**src/include/rx_consts.svh**
```systemverilog
//////////////////////////////////////////////////
// rx ibuf constants
// buffer sizing, config defaults, register map
//////////////////////////////////////////////////
`ifndef RX_CONSTS_SVH
`define RX_CONSTS_SVH

`define IBUF_AW          6       // 64 qwords, small enough to overflow
`define MAX_LEN_DEFAULT  16'd256 // bytes

// register offsets
`define REG_CTRL         2'd0    // bit 0 enable
`define REG_MAXLEN       2'd1    // max frame length, bytes
`define REG_RXCNT        2'd2    // accepted frames, ro
`define REG_DROPCNT      2'd3    // dropped frames, ro

`endif

```
**src/rx_pkg.sv**
```systemverilog
//////////////////////////////////////////////////
// rx ibuf package
// shared widths, config struct, fsm encodings
//////////////////////////////////////////////////
`default_nettype none
`include "rx_consts.svh"

package rx_pkg;

    typedef logic [63:0]          qword_t;     // ibuf and stream word
    typedef logic [7:0]           strb_t;      // byte strobe
    typedef logic [`IBUF_AW-1:0]  ibuf_addr_t; // memory index
    typedef logic [`IBUF_AW:0]    ibuf_ptr_t;  // index plus wrap bit
    typedef logic [15:0]          flen_t;      // frame length, bytes
    typedef logic [31:0]          cnt_t;       // stats counter
    typedef logic [1:0]           reg_addr_t;  // register offset

    typedef struct packed {
        logic  enable;
        flen_t max_len;
    } rx_cfg_t;

    typedef enum logic [1:0] {wr_idle, wr_store, wr_drain_drop} wr_state_e;

    typedef enum logic [2:0] {
        rd_init, rd_wait_desc, rd_decode, rd_first, rd_stream, rd_hold, rd_last
    } rd_state_e;

endpackage

`default_nettype wire

```
**src/ibuf2axis.sv**
```systemverilog
//////////////////////////////////////////////////
// rx reader
// drains committed ibuf frames onto axi4-stream,
// length in tuser, partial strobe on the last beat
//////////////////////////////////////////////////
`default_nettype none

module ibuf2axis
    import rx_pkg::*;
(
    input  wire logic      m_axis_aclk,
    input  wire logic      m_axis_aresetp,
    output qword_t         m_axis_tdata_o,
    output strb_t          m_axis_tstrb_o,
    output logic [127:0]   m_axis_tuser_o,
    output logic           m_axis_tvalid_o,
    output logic           m_axis_tlast_o,
    input  wire logic      m_axis_tready_i,
    input  wire ibuf_ptr_t committed_prod_i,
    output ibuf_ptr_t      committed_cons_o,
    output ibuf_addr_t     rd_addr_o,
    input  wire qword_t    rd_data_i
);

    rd_state_e   state;
    ibuf_ptr_t   rd_ptr;     // address being presented to the ram
    ibuf_ptr_t   cons_q;     // base of the frame in flight
    flen_t       len;
    strb_t       last_strb;
    logic [13:0] qw_len;     // beats in frame
    logic [13:0] qw_snt;     // beat currently on the bus
    qword_t      ahead;      // read-ahead word while stalled
    logic [2:0]  len_lo;

    assign rd_addr_o        = ibuf_addr_t'(rd_ptr);
    assign committed_cons_o = cons_q;
    assign len_lo           = rd_data_i[34:32];

    //////////////////////////////////////////////////
    // send fsm
    //////////////////////////////////////////////////
    // in stream: rd_data holds beat+1, rd_ptr points at beat+2
    always_ff @(posedge m_axis_aclk or posedge m_axis_aresetp) begin
        if (m_axis_aresetp) begin
            state           <= rd_init;
            rd_ptr          <= '0;
            cons_q          <= '0;
            qw_snt          <= '0;
            m_axis_tvalid_o <= 1'b0;
            m_axis_tlast_o  <= 1'b0;
        end else begin
            case (state)
                rd_init: begin
                    rd_ptr <= '0;
                    cons_q <= '0;
                    state  <= rd_wait_desc;
                end
                rd_wait_desc: begin
                    if (committed_prod_i != cons_q) begin // descriptor read this cycle
                        rd_ptr <= rd_ptr + 1'b1;
                        state  <= rd_decode;
                    end
                end
                rd_decode: begin
                    len       <= rd_data_i[47:32];
                    qw_len    <= {1'b0, rd_data_i[47:35]} + (|len_lo); // round up
                    last_strb <= (len_lo == 3'd0) ? 8'hFF : strb_t'(~(8'hFF << len_lo));
                    rd_ptr    <= rd_ptr + 1'b1;
                    state     <= rd_first;
                end
                rd_first: begin
                    m_axis_tdata_o  <= rd_data_i;
                    m_axis_tuser_o  <= {112'd0, len};
                    m_axis_tvalid_o <= 1'b1;
                    qw_snt          <= 14'd1;
                    if (qw_len == 14'd1) begin        // single beat frame
                        m_axis_tstrb_o <= last_strb;
                        m_axis_tlast_o <= 1'b1;
                        state          <= rd_last;
                    end else begin
                        m_axis_tstrb_o <= 8'hFF;
                        m_axis_tlast_o <= 1'b0;
                        rd_ptr         <= rd_ptr + 1'b1;
                        state          <= rd_stream;
                    end
                end
                rd_stream: begin
                    if (m_axis_tready_i) begin
                        m_axis_tdata_o <= rd_data_i;
                        qw_snt         <= qw_snt + 1'b1;
                        if (qw_snt + 1'b1 == qw_len) begin
                            m_axis_tstrb_o <= last_strb;
                            m_axis_tlast_o <= 1'b1;
                            state          <= rd_last; // rd_ptr sits on next base
                        end else begin
                            rd_ptr <= rd_ptr + 1'b1;
                        end
                    end else begin
                        ahead <= rd_data_i;            // park it, address held
                        state <= rd_hold;
                    end
                end
                rd_hold: begin
                    if (m_axis_tready_i) begin
                        m_axis_tdata_o <= ahead;
                        qw_snt         <= qw_snt + 1'b1;
                        if (qw_snt + 1'b1 == qw_len) begin
                            m_axis_tstrb_o <= last_strb;
                            m_axis_tlast_o <= 1'b1;
                            state          <= rd_last;
                        end else begin
                            rd_ptr <= rd_ptr + 1'b1;   // ram already shows beat+2
                            state  <= rd_stream;
                        end
                    end
                end
                rd_last: begin
                    if (m_axis_tready_i) begin
                        m_axis_tvalid_o <= 1'b0;
                        m_axis_tlast_o  <= 1'b0;
                        cons_q          <= rd_ptr;     // release the whole frame
                        state           <= rd_wait_desc;
                    end
                end
                default: state <= rd_init;
            endcase
        end
    end

endmodule

`default_nettype wire

```
**src/ibuf_ram.sv**
```systemverilog
//////////////////////////////////////////////////
// ibuf memory
// simple dual-port qword ram, registered read
//////////////////////////////////////////////////
`default_nettype none
`include "rx_consts.svh"

module ibuf_ram
    import rx_pkg::*;
(
    input  wire logic       m_axis_aclk,
    input  wire logic       wr_en_i,
    input  wire ibuf_addr_t wr_addr_i,
    input  wire qword_t     wr_data_i,
    input  wire ibuf_addr_t rd_addr_i,
    output qword_t          rd_data_o
);

    qword_t mem [2**`IBUF_AW]; // descriptors and frame data

    always_ff @(posedge m_axis_aclk) begin
        if (wr_en_i) begin
            mem[wr_addr_i] <= wr_data_i;
        end
        rd_data_o <= mem[rd_addr_i]; // data one cycle after address
    end

endmodule

`default_nettype wire

```
**src/mac2ibuf.sv**
```systemverilog
//////////////////////////////////////////////////
// rx writer
// stores mac frames in the ibuf behind a descriptor
// slot, then commits or drops them
//////////////////////////////////////////////////
`default_nettype none
`include "rx_consts.svh"

module mac2ibuf
    import rx_pkg::*;
(
    input  wire logic      m_axis_aclk,
    input  wire logic      m_axis_aresetp,
    input  wire qword_t    rx_data_i,
    input  wire logic      rx_valid_i,
    input  wire logic      rx_last_i,
    input  wire logic [2:0] rx_bytes_i,       // 0 means 8
    input  wire rx_cfg_t   cfg_i,
    input  wire ibuf_ptr_t committed_cons_i,
    output ibuf_ptr_t      committed_prod_o,
    output logic           wr_en_o,
    output ibuf_addr_t     wr_addr_o,
    output qword_t         wr_data_o,
    output logic           frame_ok_o,
    output logic           frame_drop_o
);

    wr_state_e   state;
    ibuf_ptr_t   prod_q;      // committed, also base of the open frame
    ibuf_ptr_t   wr_ptr;      // next data slot
    ibuf_ptr_t   cur_ptr;
    ibuf_ptr_t   room_diff;
    flen_t       byte_len;    // running tally
    logic [16:0] len_sum;     // one spare bit against wrap
    logic [3:0]  word_bytes;
    logic        word_fits;
    logic        store_word;
    logic        ok_q;        // descriptor cycle
    logic        drop_q;

    // first word goes right after the descriptor slot
    assign cur_ptr    = (state == wr_idle) ? prod_q + 1'b1 : wr_ptr;
    assign word_bytes = (rx_last_i && rx_bytes_i != 3'd0) ? {1'b0, rx_bytes_i} : 4'd8;
    assign len_sum    = ((state == wr_idle) ? 17'd0 : {1'b0, byte_len}) + word_bytes;
    assign room_diff  = cur_ptr - committed_cons_i; // 2**AW here means full
    assign word_fits  = !room_diff[`IBUF_AW] && (len_sum <= {1'b0, cfg_i.max_len});

    // write port is busy with the descriptor while ok_q is high,
    // so a frame starting then is lost
    assign store_word = rx_valid_i && !ok_q && word_fits &&
                        (state == wr_store || (state == wr_idle && cfg_i.enable));

    assign wr_en_o   = ok_q || store_word;
    assign wr_addr_o = ok_q ? ibuf_addr_t'(prod_q) : ibuf_addr_t'(cur_ptr);
    assign wr_data_o = ok_q ? {16'd0, byte_len, 32'd0} : rx_data_i; // len in 47:32

    assign committed_prod_o = prod_q;
    assign frame_ok_o       = ok_q;
    assign frame_drop_o     = drop_q;

    //////////////////////////////////////////////////
    // frame fsm
    //////////////////////////////////////////////////
    always_ff @(posedge m_axis_aclk or posedge m_axis_aresetp) begin
        if (m_axis_aresetp) begin
            state    <= wr_idle;
            prod_q   <= '0;
            wr_ptr   <= '0;
            byte_len <= '0;
            ok_q     <= 1'b0;
            drop_q   <= 1'b0;
        end else begin
            ok_q   <= 1'b0;
            drop_q <= 1'b0;
            if (ok_q) begin
                prod_q <= wr_ptr;                 // publish descriptor + data
            end
            case (state)
                wr_idle, wr_store: begin
                    if (rx_valid_i) begin
                        if (store_word) begin
                            wr_ptr   <= cur_ptr + 1'b1;
                            byte_len <= len_sum[15:0];
                            state    <= rx_last_i ? wr_idle : wr_store;
                            ok_q     <= rx_last_i;
                        end else begin
                            wr_ptr <= prod_q;     // rewind to base
                            state  <= rx_last_i ? wr_idle : wr_drain_drop;
                            drop_q <= rx_last_i;
                        end
                    end
                end
                wr_drain_drop: begin
                    if (rx_valid_i && rx_last_i) begin // swallow the rest
                        drop_q <= 1'b1;
                        state  <= wr_idle;
                    end
                end
                default: state <= wr_idle;
            endcase
        end
    end

endmodule

`default_nettype wire

```
**src/rx_ibuf_top.sv**
```systemverilog
//////////////////////////////////////////////////
// rx ibuf top
// writer, ibuf, reader and registers
//////////////////////////////////////////////////
`default_nettype none

module rx_ibuf_top
    import rx_pkg::*;
(
    input  wire logic       m_axis_aclk,
    input  wire logic       m_axis_aresetp,
    // mac side
    input  wire qword_t     rx_data_i,
    input  wire logic       rx_valid_i,
    input  wire logic       rx_last_i,
    input  wire logic [2:0] rx_bytes_i,
    // register port
    input  wire logic       cfg_wr_i,
    input  wire logic       cfg_rd_i,
    input  wire reg_addr_t  cfg_addr_i,
    input  wire cnt_t       cfg_wdata_i,
    output cnt_t            cfg_rdata_o,
    // axis
    output qword_t          m_axis_tdata_o,
    output strb_t           m_axis_tstrb_o,
    output logic [127:0]    m_axis_tuser_o,
    output logic            m_axis_tvalid_o,
    output logic            m_axis_tlast_o,
    input  wire logic       m_axis_tready_i
);

    logic       wr_en;
    ibuf_addr_t wr_addr, rd_addr;
    qword_t     wr_data, rd_data;
    ibuf_ptr_t  committed_prod, committed_cons;
    rx_cfg_t    cfg;
    logic       frame_ok, frame_drop;

    mac2ibuf u_mac2ibuf (
        .m_axis_aclk, .m_axis_aresetp, .rx_data_i, .rx_valid_i, .rx_last_i, .rx_bytes_i,
        .cfg_i(cfg), .committed_cons_i(committed_cons), .committed_prod_o(committed_prod),
        .wr_en_o(wr_en), .wr_addr_o(wr_addr), .wr_data_o(wr_data),
        .frame_ok_o(frame_ok), .frame_drop_o(frame_drop)
    );

    ibuf_ram u_ibuf_ram (
        .m_axis_aclk, .wr_en_i(wr_en), .wr_addr_i(wr_addr), .wr_data_i(wr_data),
        .rd_addr_i(rd_addr), .rd_data_o(rd_data)
    );

    ibuf2axis u_ibuf2axis (
        .m_axis_aclk, .m_axis_aresetp, .m_axis_tdata_o, .m_axis_tstrb_o, .m_axis_tuser_o,
        .m_axis_tvalid_o, .m_axis_tlast_o, .m_axis_tready_i,
        .committed_prod_i(committed_prod), .committed_cons_o(committed_cons),
        .rd_addr_o(rd_addr), .rd_data_i(rd_data)
    );

    rx_regs u_rx_regs (
        .m_axis_aclk, .m_axis_aresetp, .cfg_wr_i, .cfg_rd_i, .cfg_addr_i, .cfg_wdata_i,
        .cfg_rdata_o, .frame_ok_i(frame_ok), .frame_drop_i(frame_drop), .cfg_o(cfg)
    );

endmodule

`default_nettype wire

```
**src/rx_regs.sv**
```systemverilog
//////////////////////////////////////////////////
// rx registers
// enable, max length, accept and drop counters
//////////////////////////////////////////////////
`default_nettype none
`include "rx_consts.svh"

module rx_regs
    import rx_pkg::*;
(
    input  wire logic      m_axis_aclk,
    input  wire logic      m_axis_aresetp,
    input  wire logic      cfg_wr_i,
    input  wire logic      cfg_rd_i,
    input  wire reg_addr_t cfg_addr_i,
    input  wire cnt_t      cfg_wdata_i,
    output cnt_t           cfg_rdata_o,
    input  wire logic      frame_ok_i,
    input  wire logic      frame_drop_i,
    output rx_cfg_t        cfg_o
);

    cnt_t rx_cnt;   // accepted frames
    cnt_t drop_cnt; // dropped frames

    always_ff @(posedge m_axis_aclk or posedge m_axis_aresetp) begin
        if (m_axis_aresetp) begin
            cfg_o.enable  <= 1'b1;
            cfg_o.max_len <= `MAX_LEN_DEFAULT;
            rx_cnt        <= '0;
            drop_cnt      <= '0;
            cfg_rdata_o   <= '0;
        end else begin
            if (cfg_wr_i && cfg_addr_i == `REG_CTRL) cfg_o.enable <= cfg_wdata_i[0];
            if (cfg_wr_i && cfg_addr_i == `REG_MAXLEN) cfg_o.max_len <= cfg_wdata_i[15:0];
            if (frame_ok_i && rx_cnt != '1) rx_cnt <= rx_cnt + 1'b1;       // saturate
            if (frame_drop_i && drop_cnt != '1) drop_cnt <= drop_cnt + 1'b1;
            if (cfg_rd_i) begin
                case (cfg_addr_i)
                    `REG_CTRL:    cfg_rdata_o <= {31'd0, cfg_o.enable};
                    `REG_MAXLEN:  cfg_rdata_o <= {16'd0, cfg_o.max_len};
                    `REG_RXCNT:   cfg_rdata_o <= rx_cnt;
                    `REG_DROPCNT: cfg_rdata_o <= drop_cnt;
                    default:      cfg_rdata_o <= '0;
                endcase
            end
        end
    end

endmodule

`default_nettype wire

```
**config.mk**
```make
export PLATFORM = sky130hd
export DESIGN_NAME = rx_ibuf_top
export DESIGN_NICKNAME = d
export VERILOG_FILES = /design/src/rx_pkg.sv /design/src/ibuf2axis.sv /design/src/ibuf_ram.sv /design/src/mac2ibuf.sv /design/src/rx_ibuf_top.sv /design/src/rx_regs.sv
export VERILOG_INCLUDE_DIRS = /design/src /design/src/include
export SDC_FILE = /design/constraint.sdc
export NUM_CORES = 2
export LEC_CHECK = 0
export BUFFER_PORTS_ARGS = -buffer_cell sky130_fd_sc_hd__buf_4
export CAP_MARGIN = 20
export CORE_MARGIN = 2
export CORE_UTILIZATION = 41
export DETAILED_ROUTE_END_ITERATION = 16
export GPL_ROUTABILITY_DRIVEN = 0
export HOLD_SLACK_MARGIN = 0.05
export PLACE_DENSITY = 0.63
export SYNTH_ARGS = -nofsm -noshare
export SYNTH_HDL_FRONTEND = slang
export SYNTH_SLANG_ARGS = --single-unit
```
**constraint.sdc**
```tcl
create_clock -name m_axis_aclk -period 12.8 [get_ports m_axis_aclk]
set_input_delay 0.64 -clock m_axis_aclk [delete_from_list [all_inputs] [get_ports m_axis_aclk]]
set_output_delay 0.64 -clock m_axis_aclk [all_outputs]
set_load 0.005 [all_outputs]
```
# After elaboration in Yosys (flattened, before gate mapping)
# Memory sizes are Yosys's and may differ from the RTL's. A register that Yosys moved wholly into a read port is not among the register bits.
# Index checks and enable logic that the tools add are counted.
[word_totals]
output_inout_bits = 234
reg_bits = 370
inputBits = 108
word_cells = 161
ram_bits = 4096
n_memories = 1
[mem_list]
columns = ["memory", "words", "width", "read_ports", "rd_clocked_by_memory_dff", "wr", "line_no", "source"]
rows = [
  ["u_ibuf_ram.mem", 64, 64, 1, 1, 1, "ibuf_ram.sv:19", "qword_t mem [2**`IBUF_AW];"],
]
[classes]
shifts = 1
reduce_logical = 43
addsub = 9
n_eq_ne = 27
magnitude_cmp = 1
n_bitwise = 3
muxes = 52
[ops]
columns = ["op", "n"]
rows = [
  ["2-to-1 mux 64 bit", 3],
  ["case mux 64 bit (3 select lines)", 1],
  ["case mux 32 bit (4 select lines)", 1],
  ["adder 32 x 1 -> 32 bit (second input constant)", 2],
  ["inequality test 32 bit (second input constant)", 2],
  ["2-to-1 mux 7 bit", 7],
  ["case mux 7 bit (5 select lines)", 1],
  ["case mux 14 bit (2 select lines)", 1],
  ["2-to-1 mux 8 bit", 3],
  ["adder 7 x 1 -> 7 bit (second input constant)", 3],
  ["case mux 3 bit (7 select lines)", 1],
  ["adder 17 x 4 -> 17 bit", 1],
  ["<= comparator 17 x 16 -> 1 bit", 1],
  ["2-to-1 mux 16 bit", 1],
  ["case mux 8 bit (2 select lines)", 1],
  ["AND reduction 4 bit", 4],
  ["2-to-1 mux 3 bit", 5],
  ["adder 13 x 1 -> 14 bit", 1],
  ["adder 14 x 1 -> 14 bit (second input constant)", 1],
  ["equality test 14 x 1 -> 1 bit (second input constant)", 1],
  ["equality test 14 bit", 1],
  ["2-to-1 mux 14 bit", 1],
  ["case mux 7 bit (2 select lines)", 1],
  ["AND reduction 2 bit", 7],
  ["32 further kinds", 85],
]

# Depth between registers and ports, before layout
[depth]
depth_word = 11
mapped_depth = 24
depth_no_buf = 20

# By module
# Synthesis repeated with hierarchy kept, for this count alone.
[hier_totals]
cells_unflattened = 8182
area_unflattened_um2 = 175200.5
[modules_own_cells]
columns = ["module", "cells_per_inst", "seq_area_each_um2", "instances", "area_each_um2"]
rows = [
  ["ibuf_ram", 6598, 124279.2, 1, 156331.2],
  ["ibuf2axis", 712, 6531.3, 1, 9990.8],
  ["rx_regs", 486, 2830.2, 1, 5505.3],
  ["mac2ibuf", 386, 850.8, 1, 3373.2],
]

# Worst setup path before layout
# Ideal clock, no wire load.
[synth_path]
kind = "flip-flop to flip-flop"
startpoint = "register u_mac2ibuf.state[1]"
endpoint = "memory u_ibuf_ram.mem[60][0] (netlist bit), enable pin"
arrival_time_ps = 8914
stages_incl_launch_ff = 21
synth_period_minus_slack_ps = 9478
slack_ps = 3322
required_ps = 12235
setup_ps = 565
cell_sequence = "dfrtp_1 or2_2 clkbuf_1 clkbuf_1 and2_1 ha_1 fa_1 a21o_1 a21oi_1 o21ai_0 a21oi_1 ha_1 a21o_1 a21o_1 a211o_1 a211oi_1 o21ai_0 nor2_1 buf_2 a22oi_1 nor3_1"
[synth_between]
elab_chain_len = 10
elab_cells_between_ends = 17
classes_between = "add/sub (2); order compare (1); eq/ne (1); mux (5); reduce/logical (8)"
[synth_lines]
columns = ["element", "line_no", "source"]
rows = [
  ["start, declared", "mac2ibuf.sv:28", "wr_state_e state;"],
  ["start signal, assigned", "mac2ibuf.sv:66", "state <= wr_idle;"],
  ["start signal, assigned", "mac2ibuf.sv:84", "state <= rx_last_i ? wr_idle : wr_store;"],
  ["start signal, assigned", "mac2ibuf.sv:88", "state <= rx_last_i ? wr_idle : wr_drain_drop;"],
  ["logical NOT 2 bit", "mac2ibuf.sv:44", "assign len_sum = ((state == wr_idle) ? 17'd0 : {1'b0, byte_len}) + word_bytes;"],
  ["2-to-1 mux 16 bit", "mac2ibuf.sv:44", ""],
  ["adder 17 x 4 -> 17 bit", "mac2ibuf.sv:44", ""],
  ["named net u_mac2ibuf.len_sum[6]", "mac2ibuf.sv:34", "logic [16:0] len_sum;"],
  ["<= comparator 17 x 16 -> 1 bit", "mac2ibuf.sv:46", "assign word_fits = !room_diff[`IBUF_AW] && (len_sum <= {1'b0, cfg_i.max_len});"],
  ["logical AND 1 bit", "mac2ibuf.sv:46", ""],
  ["logical AND 1 bit (2 in a row)", "mac2ibuf.sv:50", "assign store_word = rx_valid_i && !ok_q && word_fits &&"],
  ["logical OR 1 bit", "mac2ibuf.sv:53", "assign wr_en_o = ok_q || store_word;"],
  ["2-to-1 mux 1 bit", "ibuf_ram.sv:22", "if (wr_en_i) begin"],
  ["2-to-1 mux 1 bit (implied by the code)", "ibuf_ram.sv:23", "mem[wr_addr_i] <= wr_data_i;"],
  ["end, declared", "ibuf_ram.sv:19", ""],
]
# The timed path passes the listed nets, and every way through them passes these cells.

# Worst setup path in the final report
[layout_path]
startpoint = "register u_mac2ibuf.state[1]"
endpoint = "memory u_ibuf_ram.mem[44][16] (netlist bit), enable pin"
# The elaborated chain is that of the path after synthesis.

==> reports/results.ini <==
[run_status]
status=finished, final reports clean

[yosys]
async_flop_share_pct=3.97
ys_types=80
synth.mux.area_fraction_pct=18.3
synth_top_area_share_pct=73.7
synth_compound_area_share_pct=0.765
ys_seq_area_share_pct=77.1
synthAdderAreaFrac_pct=0.248
syn_inst=7469
ys_warn_count=0
synth.cell_area_um2=175000
synth-xor-area-share_pct=0.612
synth_top_family_by_area=multiplexers
synth_edf_count=4286
yosysTopAreaCell=edfxtp_1
synthSimpleGateAreaFrac_pct=1.54
ys_seq_elements=4530
ys.flop_type=edfxtp_1
synth_commonest_cells=4286 x edfxtp_1, 1345 x mux4_2, 241 x clkbuf_1, 178 x dfrtp_1, 147 x nor2_1
synth_most_common_cell=edfxtp_1
synth_area_leaders=edfxtp_1 74%, mux4_2 17%, dfrtp_1 2.6%
postSynthAreaPerCell_um2=23.4

[worst_setup_path]
slowest_delay_ps=870
reg2reg_depth=21
reg2reg_from=u_mac2ibuf.state[1]
cp_data_required_time_ps=13410
arrival_ps=8770
critical_path.startpoint=u_mac2ibuf.state[1]
path_cells=or2_2 > and2_1 > ha_1 > fa_1 > a21o_1 > a21oi_1 > nor2_1 > nand3_1 > xor2_1 > nor2_1 > ha_1 > a21o_1 > a21oi_1 > o221ai_1 > o21ai_0 > o21ai_0 > nor3_1 > o21ai_4 > nor2_4 > buf_4 > buf_4
worstSetupStartpointType=register
worstSetupPathType=register to register
cp-end-kind=register
r2r-end=u_ibuf_ram.mem[44][16]
crit_end=u_ibuf_ram.mem[44][16]
critical_path_peak_fanout=23
crit_slowest_cell=nor2_4
ff2ff_setup_slack_ps=4640

[placed_design]
pre_cts_slack_ps=4800
place_area_um2=184000
post-place-cells=13232
io_buffers=213
hpwl_um=256000

[power_and_ir_drop]
p_per_area_nw_per_um2=208
vdd_drop_max_v=0.000185
total_power_mw=41.5
leakage_nw=62.6

[grt]
overflow=0
grt.met2_usage_pct=34.2
grt_pass1_wl_um=639000
met1_usage_pct=28.9
antenna_found_initial=38
grt_max_degree=108
gr-usage-met3_pct=3.47
gr-max-usage-layer=met2
grt_pass1_vias=83092
grtUsageTotal_pct=20.7

[drt]
vias=82448
first_iter_violations=10532
avgRoutedWirePerCell_um=32.2
drc=0
vias_per_cell=5.84
first_pass_iters=5
drt_wl_total_um=454000
final_antenna_net_count=0

[worst_hold_path]
hp-class=input pin to register

[clocking]
cts.htree.levels=5
cts_buffer_depth=4
post_cts_buffers=0
cts.sinks=4530
clk_latency_ps=1010
cts_buffers=448
cts_tree=done
root_buffer=clkbuf_16
clk_pin_slew_ps=60

[final_layout]
area_delta_synth_final_pct=14.5
fillers=34011
fin_util_pct=47.1
drive_gt1_share_pct=32.9
design_area_um2=200000
seqCellArea_um2=135000
nNetsFinal=8187
instances_no_fill=14106
multi_input_comb_area_um2=38800

[die]
coreArea_um2=424000
rows=239
io_pins=342
die_h_um=656
die_w_um=656
die-area_um2=431000
start_util_pct=41.2

[sta]
clock_skew_ps=110
period_needed_ps=8160
fmax_mhz=123
fin_crit_sh_pct=63.7
max_slew_margin_pct=17.3
setup_viol=0
timing.hold.ws_ps=123
rsz0062_at_grt=no
finalMaxSlewViolations=0
worstMarginPinSlew_ps=1240
hold_viol=0
setup_ws_ps=4640
setup_tns_ps=0

[job]
cap_violations=0

-- metal layers --
layer  vias to the layer above  share of wire [%]
met1                     45255                 40
met2                      4009                 49
met4                        14                2.8
met5                         -              0.020
met3                       582                8.3
li1                      32588                  -
-- registers in the layout (all words and copies together) (netlist names), 2 cells and up --
signal,count
u_rx_regs.rx_cnt,32
u_ibuf2axis.qw_len,14
u_ibuf2axis.qw_snt,14
u_rx_regs.drop_cnt,32
u_ibuf2axis.state,3
u_mac2ibuf.wr_ptr,7
u_mac2ibuf.state,2
u_ibuf2axis.last_strb,8
u_mac2ibuf.byte_len,16
u_mac2ibuf.committed_prod_o,7
u_ibuf2axis.ahead,64
u_ibuf2axis.m_axis_tdata_o,64
u_rx_regs.cfg_o,17
u_rx_regs.cfg_rdata_o,32
u_ibuf2axis.m_axis_tstrb_o,8
u_ibuf2axis.m_axis_tuser_o,16
u_ibuf_ram.mem,4096
u_ibuf2axis.rd_ptr,7
u_ibuf2axis.committed_cons_o,7
u_ibuf2axis.len,16
u_ibuf_ram.rd_data_o,64
-- cells by family after synthesis --
family                   after synthesis
AO/OA/AOI/OAI                        200
multiplexers                        1493
buffers and inverters                543
flip-flops                          4530
AND/OR/NAND/NOR                      545
XOR/XNOR                             122
other                                  2
adder cells (fa/ha/maj)               34
-- worst max-delay path: cells and delay by family (launching register included) --
family / cells / cell delay, ps
buf+inv: 2 / 1050
xor+xnor: 1 / 190
simple gates: 7 / 2780
fa+ha+maj: 3 / 1000
compound gates: 8 / 2190
flops: 1 / 440
-- worst min-delay path by stage --
stage	to	from	slack, ps	depth (start not counted)
floorplan	u_ibuf2axis.m_axis_tuser_o[0]	u_ibuf2axis.len[0]	400	0
global placement	u_ibuf2axis.m_axis_tuser_o[13]	u_ibuf2axis.len[13]	410	0
detailed placement	u_ibuf2axis.m_axis_tuser_o[3]	u_ibuf2axis.len[3]	400	0
CTS	u_rx_regs.cfg_rdata_o[15]	cfg_rd_i	50	2
global route	u_rx_regs.cfg_rdata_o[10]	cfg_rd_i	100	2
finish	u_rx_regs.cfg_rdata_o[15]	cfg_rd_i	120	2
-- placed cells by master (no fill, tap or decap), drive strengths merged, types with 60 or more instances in the layout --
cell type / instances
edfxtp: 4286
mux4: 1345
clkbuf: 530
buf: 475
clkinv: 211
dfrtp: 178
nor2: 147
nand2: 143
mux2: 127
conb: 113
inv: 78
xnor2: 73
dfxtp: 64
nand3: 60
-- where the power goes --
group	internal, mW	switching [mW]
Clock	7.69	5.70
Combinational	4.32	5.84
Sequential	17.6	0.397
-- layout make-up --
type / instances / share of cell area [%]
clock buffer: 529 / 5.84
sequential: 4530 / 67.3
clock inverter: 304 / 1.67
inverter: 60 / 0.115
multi-input combinational: 2507 / 19.4
antenna: 15 / 0.0188
tap: 5663 / 3.55
timing repair buffer: 498 / 2.06
-- what timing repair did --
action / CTS / global route
endpoints found under the hold margin: 99 / 0
hold buffers: 22 / 0
gates resized for setup: 0 / 0
No activity file was read; power rests on OpenSTA's default activity.
